==> src/micro_pkg.sv <==
// ~~~~~~~~~~~~~~~~~~~~~~~~~~~~~~~~~~~~~~~~~~~~~~~~~~~~~~~~~~~
// Microcode definitions: microword fields, branch operations,
// condition select codes and microprogram entry addresses
// ~~~~~~~~~~~~~~~~~~~~~~~~~~~~~~~~~~~~~~~~~~~~~~~~~~~~~~~~~~~

package micro_pkg;

    // Microword layout
    localparam int mw_width      = 24;
    localparam int addr_low_lsb  = 0;
    localparam int addr_low_msb  = 3;
    localparam int addr_high_lsb = 4;
    localparam int addr_high_msb = 7;
    localparam int count_bit     = 8;
    localparam int bop_lsb       = 9;
    localparam int bop_msb       = 12;
    localparam int control_lsb   = 13;
    localparam int control_msb   = 23;
    localparam int control_width = control_msb - control_lsb + 1;

    // Top bit of the BOP field, XORed with the selected condition
    localparam int bop_polarity_bit = 3;

    // Condition select, in the order of the condition multiplexer inputs
    localparam logic [2:0] cond_status2   = 3'd0;
    localparam logic [2:0] cond_not_empty = 3'd1;
    localparam logic [2:0] cond_status0   = 3'd2;
    localparam logic [2:0] cond_status1   = 3'd3;
    localparam logic [2:0] cond_go_bar    = 3'd4;
    localparam logic [2:0] cond_status3   = 3'd5;
    localparam logic [2:0] cond_never     = 3'd6;
    localparam logic [2:0] cond_dispatch  = 3'd7;

    // Inverted constant zero, so the counter always loads
    localparam logic [3:0] bop_jump     = {1'b1, cond_never};
    // Loads with the queued opcode as high nibble
    localparam logic [3:0] bop_dispatch = {1'b1, cond_dispatch};
    // Never loads; count bit alone moves the counter
    localparam logic [3:0] bop_next     = {1'b0, cond_never};

    // Microprogram entry points
    localparam logic [7:0] entry_idle     = 8'h00;
    localparam logic [7:0] entry_wait_op  = 8'h01;
    localparam logic [7:0] entry_dispatch = 8'h02;
    localparam logic [7:0] jam_address    = 8'hFF;

    // Low nibble of every opcode routine entry
    localparam logic [3:0] routine_low = 4'h8;

endpackage
==> src/control_top.sv <==
// ~~~~~~~~~~~~~~~~~~~~~~~~~~~~~~~~~~~~~~~~~~~~~~~~~~~~~~~~~~~
// Control section top: opcode queue, sequencer, control store
// ~~~~~~~~~~~~~~~~~~~~~~~~~~~~~~~~~~~~~~~~~~~~~~~~~~~~~~~~~~~

`timescale 1ns/100ps

module control_top #(
    parameter int QUEUE_DEPTH = 4
) (
    input  logic        system_clk,
    input  logic        reset,
    input  logic [3:0]  opcode_in,
    input  logic        opcode_push,
    input  logic        go_bar,
    input  logic [3:0]  status_bits,
    input  logic        jam,
    output logic [7:0]  microaddress,
    output logic [10:0] control_bits,
    output logic        eil_bar,
    output logic        overflow
);

    logic [3:0]                     queue_head;
    logic                           not_empty;
    logic                           opcode_pop;
    logic [7:0]                     counter_address;
    logic [micro_pkg::mw_width-1:0] microword;

    opcode_queue #(
        .QUEUE_DEPTH(QUEUE_DEPTH)
    ) u_opcode_queue (
        .system_clk  (system_clk),
        .reset       (reset),
        .opcode_in   (opcode_in),
        .opcode_push (opcode_push),
        .opcode_pop  (opcode_pop),
        .queue_head  (queue_head),
        .not_empty   (not_empty),
        .overflow    (overflow)
    );

    micro_sequencer u_micro_sequencer (
        .system_clk      (system_clk),
        .reset           (reset),
        .microword       (microword),
        .queue_head      (queue_head),
        .not_empty       (not_empty),
        .go_bar          (go_bar),
        .status_bits     (status_bits),
        .jam             (jam),
        .counter_address (counter_address),
        .microaddress    (microaddress),
        .control_bits    (control_bits),
        .eil_bar         (eil_bar),
        .opcode_pop      (opcode_pop)
    );

    // Addressed by the counter itself, not the jammed address
    control_store u_control_store (
        .address   (counter_address),
        .microword (microword)
    );

endmodule

==> src/micro_sequencer.sv <==
// ~~~~~~~~~~~~~~~~~~~~~~~~~~~~~~~~~~~~~~~~~~~~~~~~~~~~~~~~~~~
// Microprogram sequencer: counter, condition branch, opcode
// dispatch and jam override of the microaddress
// ~~~~~~~~~~~~~~~~~~~~~~~~~~~~~~~~~~~~~~~~~~~~~~~~~~~~~~~~~~~

`timescale 1ns/100ps

module micro_sequencer (
    input  logic                                    system_clk,
    input  logic                                    reset,
    input  logic [micro_pkg::mw_width-1:0]          microword,
    input  logic [3:0]                              queue_head,
    input  logic                                    not_empty,
    input  logic                                    go_bar,
    input  logic [3:0]                              status_bits,
    input  logic                                    jam,
    output logic [7:0]                              counter_address,
    output logic [7:0]                              microaddress,
    output logic [micro_pkg::control_width-1:0]     control_bits,
    output logic                                    eil_bar,
    output logic                                    opcode_pop
);

    logic [3:0]                          addr_low;
    logic [3:0]                          addr_high;
    logic                                count_en;
    logic [3:0]                          bop;
    logic [micro_pkg::control_width-1:0] control_field;
    logic                                cond_out;
    logic                                load;
    logic                                dispatch;
    logic [7:0]                          load_target;
    logic [7:0]                          counter;

    // Microword fields
    assign addr_low      = microword[micro_pkg::addr_low_msb:micro_pkg::addr_low_lsb];
    assign addr_high     = microword[micro_pkg::addr_high_msb:micro_pkg::addr_high_lsb];
    assign count_en      = microword[micro_pkg::count_bit];
    assign bop           = microword[micro_pkg::bop_msb:micro_pkg::bop_lsb];
    assign control_field = microword[micro_pkg::control_msb:micro_pkg::control_lsb];

    // Condition multiplexer
    always_comb begin
        cond_out = 1'b0;
        case (bop[micro_pkg::bop_polarity_bit-1:0])
            micro_pkg::cond_status2:   cond_out = status_bits[2];
            micro_pkg::cond_not_empty: cond_out = not_empty;
            micro_pkg::cond_status0:   cond_out = status_bits[0];
            micro_pkg::cond_status1:   cond_out = status_bits[1];
            micro_pkg::cond_go_bar:    cond_out = go_bar;
            micro_pkg::cond_status3:   cond_out = status_bits[3];
            // Both tied low
            micro_pkg::cond_never,
            micro_pkg::cond_dispatch:  cond_out = 1'b0;
            default:                   cond_out = 1'b0;
        endcase
    end

    assign load     = cond_out ^ bop[micro_pkg::bop_polarity_bit];
    assign dispatch = (bop == micro_pkg::bop_dispatch);

    // Dispatch swaps the queued opcode into the high nibble
    assign load_target = {dispatch ? queue_head : addr_high, addr_low};

    always_ff @(posedge system_clk) begin
        if (reset) begin
            counter <= micro_pkg::entry_idle;
        end else if (load) begin
            counter <= load_target;
        end else if (count_en) begin
            counter <= counter + 8'd1;
        end
    end

    assign counter_address = counter;

    // Jam shows the all-ones address, whose ROM word is empty;
    // the counter underneath keeps running
    assign microaddress = jam ? micro_pkg::jam_address : counter;
    assign control_bits = jam ? '0 : control_field;

    assign opcode_pop = dispatch;
    assign eil_bar    = ~dispatch;

    // Microcode must test not_empty before it dispatches
    dispatch_has_opcode: assert property (@(posedge system_clk) disable iff (reset)
        dispatch |-> not_empty)
        else $error("micro_sequencer dispatched with an empty opcode queue");

    // First cycle out of reset starts at the idle entry
    reset_to_idle: assert property (@(posedge system_clk)
        $fell(reset) |-> (counter == micro_pkg::entry_idle))
        else $error("micro_sequencer counter not at entry_idle after reset");

endmodule

==> src/opcode_queue.sv <==
// ~~~~~~~~~~~~~~~~~~~~~~~~~~~~~~~~~~~~~~~~~~~~~~~~~~~~~~~~~~~
// Opcode queue: circular FIFO of 4-bit opcodes, sticky overflow
// ~~~~~~~~~~~~~~~~~~~~~~~~~~~~~~~~~~~~~~~~~~~~~~~~~~~~~~~~~~~

`timescale 1ns/100ps

module opcode_queue #(
    parameter int QUEUE_DEPTH = 4
) (
    input  logic       system_clk,
    input  logic       reset,
    input  logic [3:0] opcode_in,
    input  logic       opcode_push,
    input  logic       opcode_pop,
    output logic [3:0] queue_head,
    output logic       not_empty,
    output logic       overflow
);

    localparam int ptr_width   = (QUEUE_DEPTH > 1) ? $clog2(QUEUE_DEPTH) : 1;
    localparam int count_width = $clog2(QUEUE_DEPTH + 1);
    localparam logic [ptr_width-1:0]   last_slot = ptr_width'(QUEUE_DEPTH - 1);
    localparam logic [count_width-1:0] full_count = count_width'(QUEUE_DEPTH);

    logic [3:0]             slots [QUEUE_DEPTH];
    logic [ptr_width-1:0]   wr_ptr;
    logic [ptr_width-1:0]   rd_ptr;
    logic [count_width-1:0] count;
    logic                   full;
    logic                   push_ok;
    logic                   pop_ok;

    assign full      = (count == full_count);
    assign not_empty = (count != '0);
    assign push_ok   = opcode_push && !full;
    assign pop_ok    = opcode_pop && not_empty;
    assign queue_head = slots[rd_ptr];

    // Storage is written only on an accepted push
    always_ff @(posedge system_clk) begin
        if (push_ok) begin
            slots[wr_ptr] <= opcode_in;
        end
    end

    always_ff @(posedge system_clk) begin
        if (reset) begin
            wr_ptr   <= '0;
            rd_ptr   <= '0;
            count    <= '0;
            overflow <= 1'b0;
        end else begin
            if (push_ok) begin
                wr_ptr <= (wr_ptr == last_slot) ? '0 : wr_ptr + 1'b1;
            end
            if (pop_ok) begin
                rd_ptr <= (rd_ptr == last_slot) ? '0 : rd_ptr + 1'b1;
            end
            case ({push_ok, pop_ok})
                2'b10:   count <= count + 1'b1;
                2'b01:   count <= count - 1'b1;
                default: count <= count;
            endcase
            // Dropped push, held until reset
            if (opcode_push && full) begin
                overflow <= 1'b1;
            end
        end
    end

    // The sequencer may only pop an opcode that is really there
    pop_not_empty: assert property (@(posedge system_clk) disable iff (reset)
        opcode_pop |-> not_empty)
        else $error("opcode_queue popped while empty");

endmodule

==> src/control_store.sv <==
// ~~~~~~~~~~~~~~~~~~~~~~~~~~~~~~~~~~~~~~~~~~~~~~~~~~~~~~~~~~~
// Control store: 256 x 24 microcode ROM, combinational read
// ~~~~~~~~~~~~~~~~~~~~~~~~~~~~~~~~~~~~~~~~~~~~~~~~~~~~~~~~~~~

`timescale 1ns/100ps

module control_store (
    input  logic [7:0]                    address,
    output logic [micro_pkg::mw_width-1:0] microword
);

    // Low nibbles inside each opcode routine
    localparam logic [3:0] test_low = 4'h9;
    localparam logic [3:0] fail_low = 4'hA;
    localparam logic [3:0] pass_low = 4'hC;

    logic [3:0] op;

    // Assemble a branch operation from polarity and condition select
    function automatic logic [3:0] make_bop(input logic polarity, input logic [2:0] sel);
        make_bop = {polarity, sel};
    endfunction

    // Assemble one microword from its fields
    function automatic logic [micro_pkg::mw_width-1:0] make_word(
        input logic [micro_pkg::control_width-1:0] ctl,
        input logic [3:0]                          bop,
        input logic                                count,
        input logic [7:0]                          target
    );
        logic [micro_pkg::mw_width-1:0] w;
        w = '0;
        w[micro_pkg::control_msb:micro_pkg::control_lsb]     = ctl;
        w[micro_pkg::bop_msb:micro_pkg::bop_lsb]             = bop;
        w[micro_pkg::count_bit]                              = count;
        w[micro_pkg::addr_high_msb:micro_pkg::addr_high_lsb] = target[7:4];
        w[micro_pkg::addr_low_msb:micro_pkg::addr_low_lsb]   = target[3:0];
        return w;
    endfunction

    assign op = address[7:4];

    always_comb begin
        microword = '0;
        if (address == micro_pkg::entry_idle) begin
            // Spin here while go_bar is high
            microword = make_word('0, make_bop(1'b0, micro_pkg::cond_go_bar), 1'b1,
                                  micro_pkg::entry_idle);
        end else if (address == micro_pkg::entry_wait_op) begin
            // Wait for an opcode in the queue
            microword = make_word('0, make_bop(1'b1, micro_pkg::cond_not_empty), 1'b1,
                                  micro_pkg::entry_wait_op);
        end else if (address == micro_pkg::entry_dispatch) begin
            microword = make_word('0, micro_pkg::bop_dispatch, 1'b0,
                                  {4'h0, micro_pkg::routine_low});
        end else begin
            case (address[3:0])
                micro_pkg::routine_low: begin
                    microword = make_word({op, 7'b0000001}, micro_pkg::bop_next, 1'b1, 8'h00);
                end
                test_low: begin
                    // Status bit 2 set takes the pass branch
                    microword = make_word('0, make_bop(1'b0, micro_pkg::cond_status2), 1'b1,
                                          {op, pass_low});
                end
                fail_low: begin
                    microword = make_word({op, 7'b0000100}, micro_pkg::bop_jump, 1'b0,
                                          micro_pkg::entry_idle);
                end
                pass_low: begin
                    microword = make_word({op, 7'b0000010}, micro_pkg::bop_jump, 1'b0,
                                          micro_pkg::entry_idle);
                end
                default: begin
                    microword = '0;
                end
            endcase
        end
    end

endmodule

==> config.mk <==
export PLATFORM = sky130hd
export DESIGN_NAME = control_top
export DESIGN_NICKNAME = d
export VERILOG_FILES = /design/src/micro_pkg.sv /design/src/control_top.sv /design/src/micro_sequencer.sv /design/src/opcode_queue.sv /design/src/control_store.sv
export SDC_FILE = /design/constraint.sdc
export NUM_CORES = 1
export LEC_CHECK = 0
export ABC_AREA = 1
export BUFFER_PORTS_ARGS = -buffer_cell sky130_fd_sc_hd__buf_4
export CAP_MARGIN = 20
export CORE_MARGIN = 10
export CORE_UTILIZATION = 45
export DETAILED_ROUTE_END_ITERATION = 12
export PLACE_DENSITY = 0.75
export SLEW_MARGIN = 20
export SYNTH_ARGS = -nofsm -noshare
export SYNTH_HDL_FRONTEND = slang
export SYNTH_SLANG_ARGS = --single-unit
==> constraint.sdc <==
create_clock -name system_clk -period 3.06 [get_ports system_clk]
set_input_delay 0 -clock system_clk [delete_from_list [all_inputs] [get_ports system_clk]]
set_output_delay 0 -clock system_clk [all_outputs]
set_load 0.02 [all_outputs]
==> flow_summary.toml, run 1 <==
[sta]
clock.fmax_mhz = 393.8
relSlewSlack = 0.5810
fin_crit_ns = 2.539
setup_ws_ns = 0.5207
fin_crit_sh = 0.8298
fin_setup_tns_ns = 0
finalSetupViolCount = 0
worst_pin_slew_ns = 0.6247
finalMaxSlewViolations = 0
fin_worst_skew_ns = 0.005383
hold_viol = 0
rsz0062_at_grt = "no"

[die]
coreArea_sq_mm = 0.004384
initial_utilization = 0.4663
io_pins = 34
die-area_sq_mm = 0.007640
num_rows = 24
fp.dieW_um = 87.41
dieHeight_um = 87.41

[yosys]
avgSynthCellArea_sq_um = 7.833
synth_edf_count = 16
ys_async_sr_fraction = 0
yosysWarnings = 0
synthCells = 261
synth_top_area_frac = 0.2350
synth.top_cells.by_area = "edfxtp_1 (24%), dfxtp_1 (18%), nand2_1 (8.1%)"
yosys_most_used_dff = "dfxtp_1"
synth_top_area_cell = "edfxtp_1"
ys_seq_area_frac = 0.4113
ys_seq_elements = 34
synthesis.area_sq_mm = 0.002044
yosys.cell_types.count = 30

[power_and_ir_drop]
power_density_mw_per_mm2 = 688.4
power_mw = 1.668
power_leakage_nw = 1.182
vdd_ir_drop_max_uv = 397.8

[global_route]
grt_pass1_vias = 1467
grt_util_all_layers = 0.1032
grt_remaining_overflow = 0
grt_pass1_wl_mm = 6.506
grt_max_degree = 14
antenna_found_initial = 0

[setup_path]
cp.required_ns = 3.23
cp_top_family = "adder cells"
crit_path_end_kind = "register"
start_kind = "register"
crit_top_cell = "inv_1"
cp_data_arrival_time_ns = 2.70
worst_r2r_path_depth = 16
crit_path_cell_trace = "inv_1 > ha_1 > inv_1 > nor2_2 > nand2_4 > inv_2 > nor3_4 > nand2_1 > inv_2 > ha_1 > inv_1 > fa_1 > a21oi_1 > o21ai_0 > o21ai_0 > a21oi_1"
path_max_fanout = 6
worstSetupPathType = "register to register"
r2r_end = "u_opcode_queue.count[2]$_SDFFE_PP0P_"
r2r_start = "u_micro_sequencer.counter_address[1]$_SDFFE_PP0P_"
cpPeakStageDelay_ns = 0.43
r2r_setup_slack_ns = 0.52
critPathSlowestCell = "dfxtp_1"
critPathBufInv = 5

[final_layout]
fin_nets = 318
layout-drive-gt1-share = 0.2339
final_common_cell = "nand2_1"
stdcell_area_sq_mm = 0.002424
post-route-util = 0.5528
area_growth_pct = 18.54
final_cell_mix = "nand2_1 (44), inv_1 (34), nor2_1 (30)"
antennaDiodeCount = 0

[cts]
cts_tree = "done"
ctsHoldBuffers = 5
htree_levels = 2
path_clk_slew_ns = 0.06
clock_sinks = 34
clk_path_buf_depth = 2
clk_latency_ns = 0.28
cts_resized = 0
cts_buffers = 5
cts_root_buf = "clkbuf_8"
postCtsSetupBuffers = 0

[place]
place.gp.congestion = 0.8638
place_area_sq_mm = 0.002260
dpl_worst_slack_ns = 0.5190
portBuffers = 26
place_hpwl_mm = 3.111

[min_path]
worst_hold_path.endpoint = "u_opcode_queue.overflow$_SDFFE_PP0P_"
min_path_type = "input pin to register"
hp-start = "opcode_push"
whs_path_depth = 3

[outcome]
outcome = "completed"

[detailed_routing]
drtIter0Drc = 78
wl_per_cell_um = 11.20
dr_total_vias = 1620
vias_per_cell = 4.669
postRouteAntennaNets = 0
dr.pass1.iters = 4
drt-total-wl_mm = 3.888
drc = 0

[flow_run]
drv_cap = 0
-- Yosys cell counts, types with 4 or more instances --
cell,number
ha_1,10
buf_4,4
inv_1,34
nand3_1,22
nand2_2,13
nor2_1,30
inv_2,9
dfxtp_1,18
xor2_1,6
a21oi_1,16
edfxtp_1,16
nand2_1,44
nor2_2,4
o21ai_0,12
-- where the power goes --
group          internal (mW)  switching [mW]  total (mW)
logic                  0.233           0.461       0.694
registers              0.522          0.0467       0.569
clock network          0.242           0.163       0.405
-- state kept, by name, summed over array words and instances (netlist names), named ones only --
| signal | flops |
|---|---|
| u_opcode_queue.slots | 16 |
| u_micro_sequencer.counter_address | 8 |
| u_opcode_queue.count | 3 |
| u_opcode_queue.rd_ptr | 2 |
| u_opcode_queue.wr_ptr | 2 |
| u_opcode_queue.overflow | 1 |
-- per-stage QoR --
| stage | instances | hold WS (ns) |
|---|---|---|
| after floorplan | 264 | 0.06907 |
| after global placement | 334 | 0.2036 |
| after detailed placement | 334 | 0.2056 |
| after CTS | 347 | 0.007860 |
| after global routing | 347 | 0.01086 |
| final | 347 | 0.01342 |
-- final cells by class --
| type | instances | area (sq um) |
|---|---|---|
| multi-input combinational | 177 | 985.9 |
| timing repair buffer | 32 | 252.7 |
| tap | 52 | 65.06 |
| clock buffer | 5 | 68.82 |
| fill | 420 | 1961 |
| sequential | 34 | 840.8 |
| clock inverter | 3 | 45.04 |
| inverter | 44 | 165.2 |
-- cell families (layout without fill, tap and decap cells) --
kind of cell               Yosys count  count (layout)  synth area share
AOI/OAI and AO/OA                   32              32           0.08752
and+or+nand+nor                    124             124            0.2907
adders and majority gates           11              11           0.07099
xor gates and xnor gates             6               6           0.02570
other                                1               4          0.001834
buffers and inverters               53              84            0.1120
DFF                                 34              34            0.4113
-- worst max path at each step --
| stage | start | to | slack, ns | cells past startpoint |
|---|---|---|---|---|
| finish | u_micro_sequencer.counter_address[1]$_SDFFE_PP0P_ | u_opcode_queue.count[2]$_SDFFE_PP0P_ | 0.52 | 16 |
| floorplan | u_micro_sequencer.counter_address[1]$_SDFFE_PP0P_ | u_opcode_queue.count[2]$_SDFFE_PP0P_ | 0.66 | 16 |
| detailed placement | u_micro_sequencer.counter_address[1]$_SDFFE_PP0P_ | u_opcode_queue.count[2]$_SDFFE_PP0P_ | 0.52 | 16 |
| global placement | u_micro_sequencer.counter_address[1]$_SDFFE_PP0P_ | u_opcode_queue.count[2]$_SDFFE_PP0P_ | 0.59 | 16 |
| global route | u_micro_sequencer.counter_address[1]$_SDFFE_PP0P_ | u_opcode_queue.count[2]$_SDFFE_PP0P_ | 0.28 | 16 |
| CTS | u_micro_sequencer.counter_address[1]$_SDFFE_PP0P_ | u_opcode_queue.count[2]$_SDFFE_PP0P_ | 0.52 | 16 |
-- layer usage --
metal	vias up	wire length (um)	track usage
met5	-	0	0
met4	0	25	0.03043
met3	4	261	0.03745
met2	38	1759	0.1653
met1	698	1840	0.1260
li1	880	-	-
-- tightest hold or removal path: stages --
cell     delay, ns
buf_4         0.12
nand4_1       0.08
a21oi_1       0.05
Note: power is estimated with default switching activity, not from simulation.
==> run 2, diff against run 1 <==
==> constraint.sdc (replaced) <==
create_clock -name system_clk -period 2.5 [get_ports system_clk]
set_input_delay 0 -clock system_clk [delete_from_list [all_inputs] [get_ports system_clk]]
set_output_delay 0 -clock system_clk [all_outputs]
set_load 0.02 [all_outputs]
==> run 2 against run 1 <==
Register-to-register slack lost 0.35 ns. Count of clock-buffer cells in the layout unchanged. Sequential share of layout area decreased by 0.57 points. First-iteration DRC count unchanged. Hold slack improved by 0.14 ns. Routed wire length is 4.3% higher. Final area is 2.0% higher. Cell count up 1.4%. Sequential cell count unchanged.
==> flow_summary.toml, run 2 (synthesized netlist as in run 1, its figures left out) <==
[cts]
path_clk_slew_ns = 0.07
cts_root_buf = "clkbuf_8"
clock_sinks = 34
cts_tree = "done"
htree_levels = 2
clk_path_buf_depth = 2
clk_latency_ns = 0.29
cts_buffers = 5

[die]
die-area_sq_mm = 0.007640
dieHeight_um = 87.41
coreArea_sq_mm = 0.004384
fp.dieW_um = 87.41
initial_utilization = 0.4663
io_pins = 34
num_rows = 24

[global_route]
antenna_found_initial = 0
grt_max_degree = 14
grt_util_all_layers = 0.1110
grt_pass1_wl_mm = 6.886
grt_pass1_vias = 1554
grt_remaining_overflow = 0

[sta]
setup_ws_ns = 0.1660
fin_setup_tns_ns = 0
finalSetupViolCount = 0
fin_crit_sh = 0.9336
finalMaxSlewViolations = 0
hold_viol = 0
clock.fmax_mhz = 428.4
fin_worst_skew_ns = 0.002969
fin_crit_ns = 2.334

[place]
place_hpwl_mm = 3.198
dpl_worst_slack_ns = 0.009378
portBuffers = 26
place.gp.congestion = 0.8716
place_area_sq_mm = 0.002290

[detailed_routing]
postRouteAntennaNets = 0
wl_per_cell_um = 11.52
drtIter0Drc = 78
drc = 0
vias_per_cell = 4.705
dr.pass1.iters = 4
dr_total_vias = 1656
drt-total-wl_mm = 4.055

[setup_path]
cp_data_arrival_time_ns = 2.51
crit_path_end_kind = "register"
worstSetupPathType = "register to register"
start_kind = "register"
cp.required_ns = 2.68
path_max_fanout = 5

[power_and_ir_drop]
power_density_mw_per_mm2 = 846.7
power_leakage_nw = 1.210
power_mw = 2.092
vdd_ir_drop_max_uv = 481.3

[final_layout]
multiInputGateArea_sq_um = 991.0
stdcell_area_sq_mm = 0.002471
final_common_cell = "nand2_1"
area_growth_pct = 20.87
max_flop_register = "u_opcode_queue.slots"
final_cell_mix = "nand2_1 (43), inv_1 (32), buf_4 (31)"
largest_reg_flops = 16
seq_area_sq_um = 843.3
layout-drive-gt1-share = 0.2633
fin_nets = 323
antennaDiodeCount = 0
post-route-util = 0.5636
fill_cells = 417

[min_path]
min_path_type = "input pin to register"

[flow_run]
drv_cap = 0

[outcome]
outcome = "completed"
[run 2: metrics by stage]
stage / hold slack, ns / instances
finish: 0.1535 / 352
global route: 0.1842 / 352
CTS: 0.1542 / 352
detailed placement: 0.2071 / 338
global placement: 0.2027 / 338
floorplan: 0.06907 / 264
[run 2: path summary, 6_finish.rpt]
path / startpoint / endpoint / slack (ns) / cells after the start
setup / recovery: u_micro_sequencer.counter_address[1]$_SDFFE_PP0P_ / u_opcode_queue.count[2]$_SDFFE_PP0P_ / 0.17 / 16
setup reg to reg: u_micro_sequencer.counter_address[1]$_SDFFE_PP0P_ / u_opcode_queue.count[2]$_SDFFE_PP0P_ / 0.17 / 16
hold / removal: opcode_push / u_opcode_queue.wr_ptr[1]$_SDFFE_PP0P_ / 0.15 / 4
hold reg to reg: u_opcode_queue.rd_ptr[1]$_SDFFE_PP0P_ / register / 0.51 / 2
[run 2: what timing repair did]
action                                  4_1_cts  5_1_grt
endpoints found under the setup margin        1        2
endpoints found under the hold margin        21        0
hold buffers                                  6        0
buffers inserted                              0        0
pin swaps                                     0        0
resized for setup                             1        7
[run 2: area by class of cell]
class	count	area share
multi-input combinational	177	0.4010
tap	52	0.02633
clock inverter	3	0.01823
inverter	44	0.06684
clock buffer	5	0.02785
timing repair buffer	37	0.1185
sequential	34	0.3413
[run 2: where the power goes]
group / switching (mW) / internal, mW
sequential: 0.0529 / 0.641
clock: 0.212 / 0.296
combinational: 0.576 / 0.314
total: 0.842 / 1.25
[run 2: worst max-delay path, stage by stage, from the launching register on]
cell and delay [ns]:
dfxtp_2 0.36, inv_1 0.07, ha_1 0.21, inv_2 0.07, nor2_2 0.05, nand2_4 0.08
inv_2 0.05, nor3_4 0.18, nand2_2 0.07, inv_2 0.07, ha_1 0.14, inv_1 0.07
fa_1 0.38, a21oi_1 0.15, o21ai_1 0.10, o21ai_1 0.12, a21oi_1 0.05
[run 2: routing by layer]
layer  wire length [um]  global-route usage  part of all wire
met5                  0                   0                 0
met4                112             0.05507             0.028
met3                238             0.03652             0.059
met2               1812              0.1720              0.45
met1               1891              0.1338              0.47
==> run 3, diff against run 2 <==
--- a/config.mk
+++ b/config.mk
@@ -8,7 +8,6 @@
 export ABC_AREA = 1
 export BUFFER_PORTS_ARGS = -buffer_cell sky130_fd_sc_hd__buf_4
 export CAP_MARGIN = 20
-export CORE_MARGIN = 10
 export CORE_UTILIZATION = 45
 export DETAILED_ROUTE_END_ITERATION = 12
 export PLACE_DENSITY = 0.75
==> run 3 against run 2 <==
Critical path depth shrank 1. Global-route usage grew 5.8 points. Fmax grew 2.4%. Register-to-register slack gained 0.05 ns. Die area shrank 37%. Critical endpoint unchanged. Largest cell class unchanged.
==> flow_summary.toml, run 3 (synthesized netlist as in run 1, its figures left out) <==
[die]
dieHeight_um = 69.41
initial_utilization = 0.4695
fp.dieW_um = 69.41
coreArea_sq_mm = 0.004354
die-area_sq_mm = 0.004817
num_rows = 24
io_pins = 34

[setup_path]
startpoint = "u_micro_sequencer.counter_address[0]$_SDFFE_PP0P_"
r2r_end = "u_opcode_queue.count[2]$_SDFFE_PP0P_"
worst_r2r_path_depth = 15
start_kind = "register"
r2r_setup_slack_ns = 0.22
worstSetupPathType = "register to register"
path_max_fanout = 6
r2r_start = "u_micro_sequencer.counter_address[0]$_SDFFE_PP0P_"
critPathSlowestCell = "dfxtp_4"
cp_top_family = "adder cells"
crit_path_cell_trace = "inv_2 > ha_2 > nand2_2 > inv_2 > nand2_4 > nor3_4 > nand2_2 > inv_2 > ha_1 > inv_1 > fa_2 > a21oi_2 > o21ai_1 > o21ai_1 > a21oi_1"
cp.required_ns = 2.68
crit_top_cell = "inv_2"
cpPeakStageDelay_ns = 0.37
cp_data_arrival_time_ns = 2.46
crit_path_end_kind = "register"
critPathBufInv = 4

[global_route]
grt_pass1_vias = 1571
grt_pass1_wl_mm = 6.513
antenna_found_initial = 0
grt_remaining_overflow = 0
grt_util_all_layers = 0.1686
grt_max_degree = 14

[power_and_ir_drop]
vdd_ir_drop_max_uv = 484.8
p_clk_frac = 0.276
p_comb_frac = 0.409
power_leakage_nw = 1.227
p_sw_mw = 0.8359
p_seq_frac = 0.315
power_density_mw_per_mm2 = 881.9
switching_share = 0.3790
p_int_mw = 1.370

[place]
place.gp.congestion = 0.7923
portBuffers = 26
place_hpwl_mm = 2.897

[cts]
postCtsSetupBuffers = 0
cts_tree = "done"
clk_latency_ns = 0.29
clk_path_buf_depth = 2
cts_root_buf = "clkbuf_8"
htree_levels = 2
cts_buffers = 5
path_clk_slew_ns = 0.07
clock_sinks = 34

[sta]
rsz0062_at_grt = "no"
fin_setup_tns_ns = 0
finalMaxSlewViolations = 0
fin_worst_skew_ns = 0.005970
hold_viol = 0
fin_crit_ns = 2.280
fin_crit_sh = 0.9121
clock.fmax_mhz = 438.6
finalSetupViolCount = 0

[final_layout]
fin_nets = 323
post-route-util = 0.5744
area_growth_pct = 22.34
layout-drive-gt1-share = 0.2700
final_common_cell = "nand2_1"
largest_reg_flops = 16
max_flop_register = "u_opcode_queue.slots"
final_cell_mix = "nand2_1 (43), inv_1 (33), buf_4 (32)"
antennaDiodeCount = 0

[flow_run]
drv_cap = 0

[detailed_routing]
drtIter0Drc = 61
dr.pass1.iters = 4
vias_per_cell = 4.727
drc = 0
postRouteAntennaNets = 0
wl_per_cell_um = 10.65
dr_total_vias = 1664
drt-total-wl_mm = 3.748

[min_path]
worst_hold_path.endpoint = "u_opcode_queue.overflow$_SDFFE_PP0P_"
hp-start = "opcode_push"
min_path_type = "input pin to register"
whs_path_depth = 3

[outcome]
outcome = "completed"
run 3: through the flow:
step	hold WS (ns)	setup WS [ns]	total power, mW	cells	cell area, sq um
floorplan	0.06907	0.09939	1.408	264	2056
global placement	0.2043	0.1005	1.581	339	2297
detailed placement	0.2098	0.02067	1.587	339	2297
CTS	0.006510	0.02731	2.204	352	2485
global route	0.02357	0.04932	2.370	352	2501
finish	0.01174	0.2199	2.206	352	2501
run 3: layer usage:
metal | vias to the layer above | share of wire | GRT usage
met4 | 0 | 0.027 | 0.08163
li1 | 896 | - | -
met2 | 37 | 0.46 | 0.2837
met1 | 720 | 0.46 | 0.1974
met3 | 11 | 0.047 | 0.04651
met5 | - | 0 | 0
run 3: what timing repair did:
item	in CTS	in global routing
hold buffers	5	0
setup endpoints to repair	0	1
gates resized for setup	0	10
hold endpoints to repair	21	0
run 3: layout make-up:
type	instances	area (sq um)
Clock buffer	5	68.82
Clock inverter	3	68.82
Fill cell	404	1853
Inverter	44	165.2
Multi-Input combinational cell	177	997.2
Sequential cell	34	845.8
Tap cell	52	65.06
Timing Repair Buffer	37	290.3
run 3: power groups by stage:
stage	combinational [mW]	sequential, mW	clock [mW]
2_1_floorplan	0.717	0.690	0
3_3_place_gp	0.878	0.703	0
3_5_place_dp	0.883	0.703	0
4_1_cts	0.897	0.691	0.616
5_1_grt	1.03	0.703	0.640
6_report	0.902	0.694	0.609
run 3: worst max path at each step:
stage	endpoint	slack, ns	depth (start not counted)
after floorplan	u_opcode_queue.count[2]$_SDFFE_PP0P_	0.1	16
after global placement	u_opcode_queue.count[2]$_SDFFE_PP0P_	0.10	15
after detailed placement	u_opcode_queue.count[2]$_SDFFE_PP0P_	0.02	15
after CTS	u_opcode_queue.count[2]$_SDFFE_PP0P_	0.03	15
after global routing	u_opcode_queue.count[2]$_SDFFE_PP0P_	0.05	15
final	u_opcode_queue.count[2]$_SDFFE_PP0P_	0.22	15
run 3: worst min-delay path, delay by kind of cell:
kind | cells | cell delay [ns]
simple gates | 1 | 0.08
compound gates | 1 | 0.06
buf+inv | 1 | 0.12
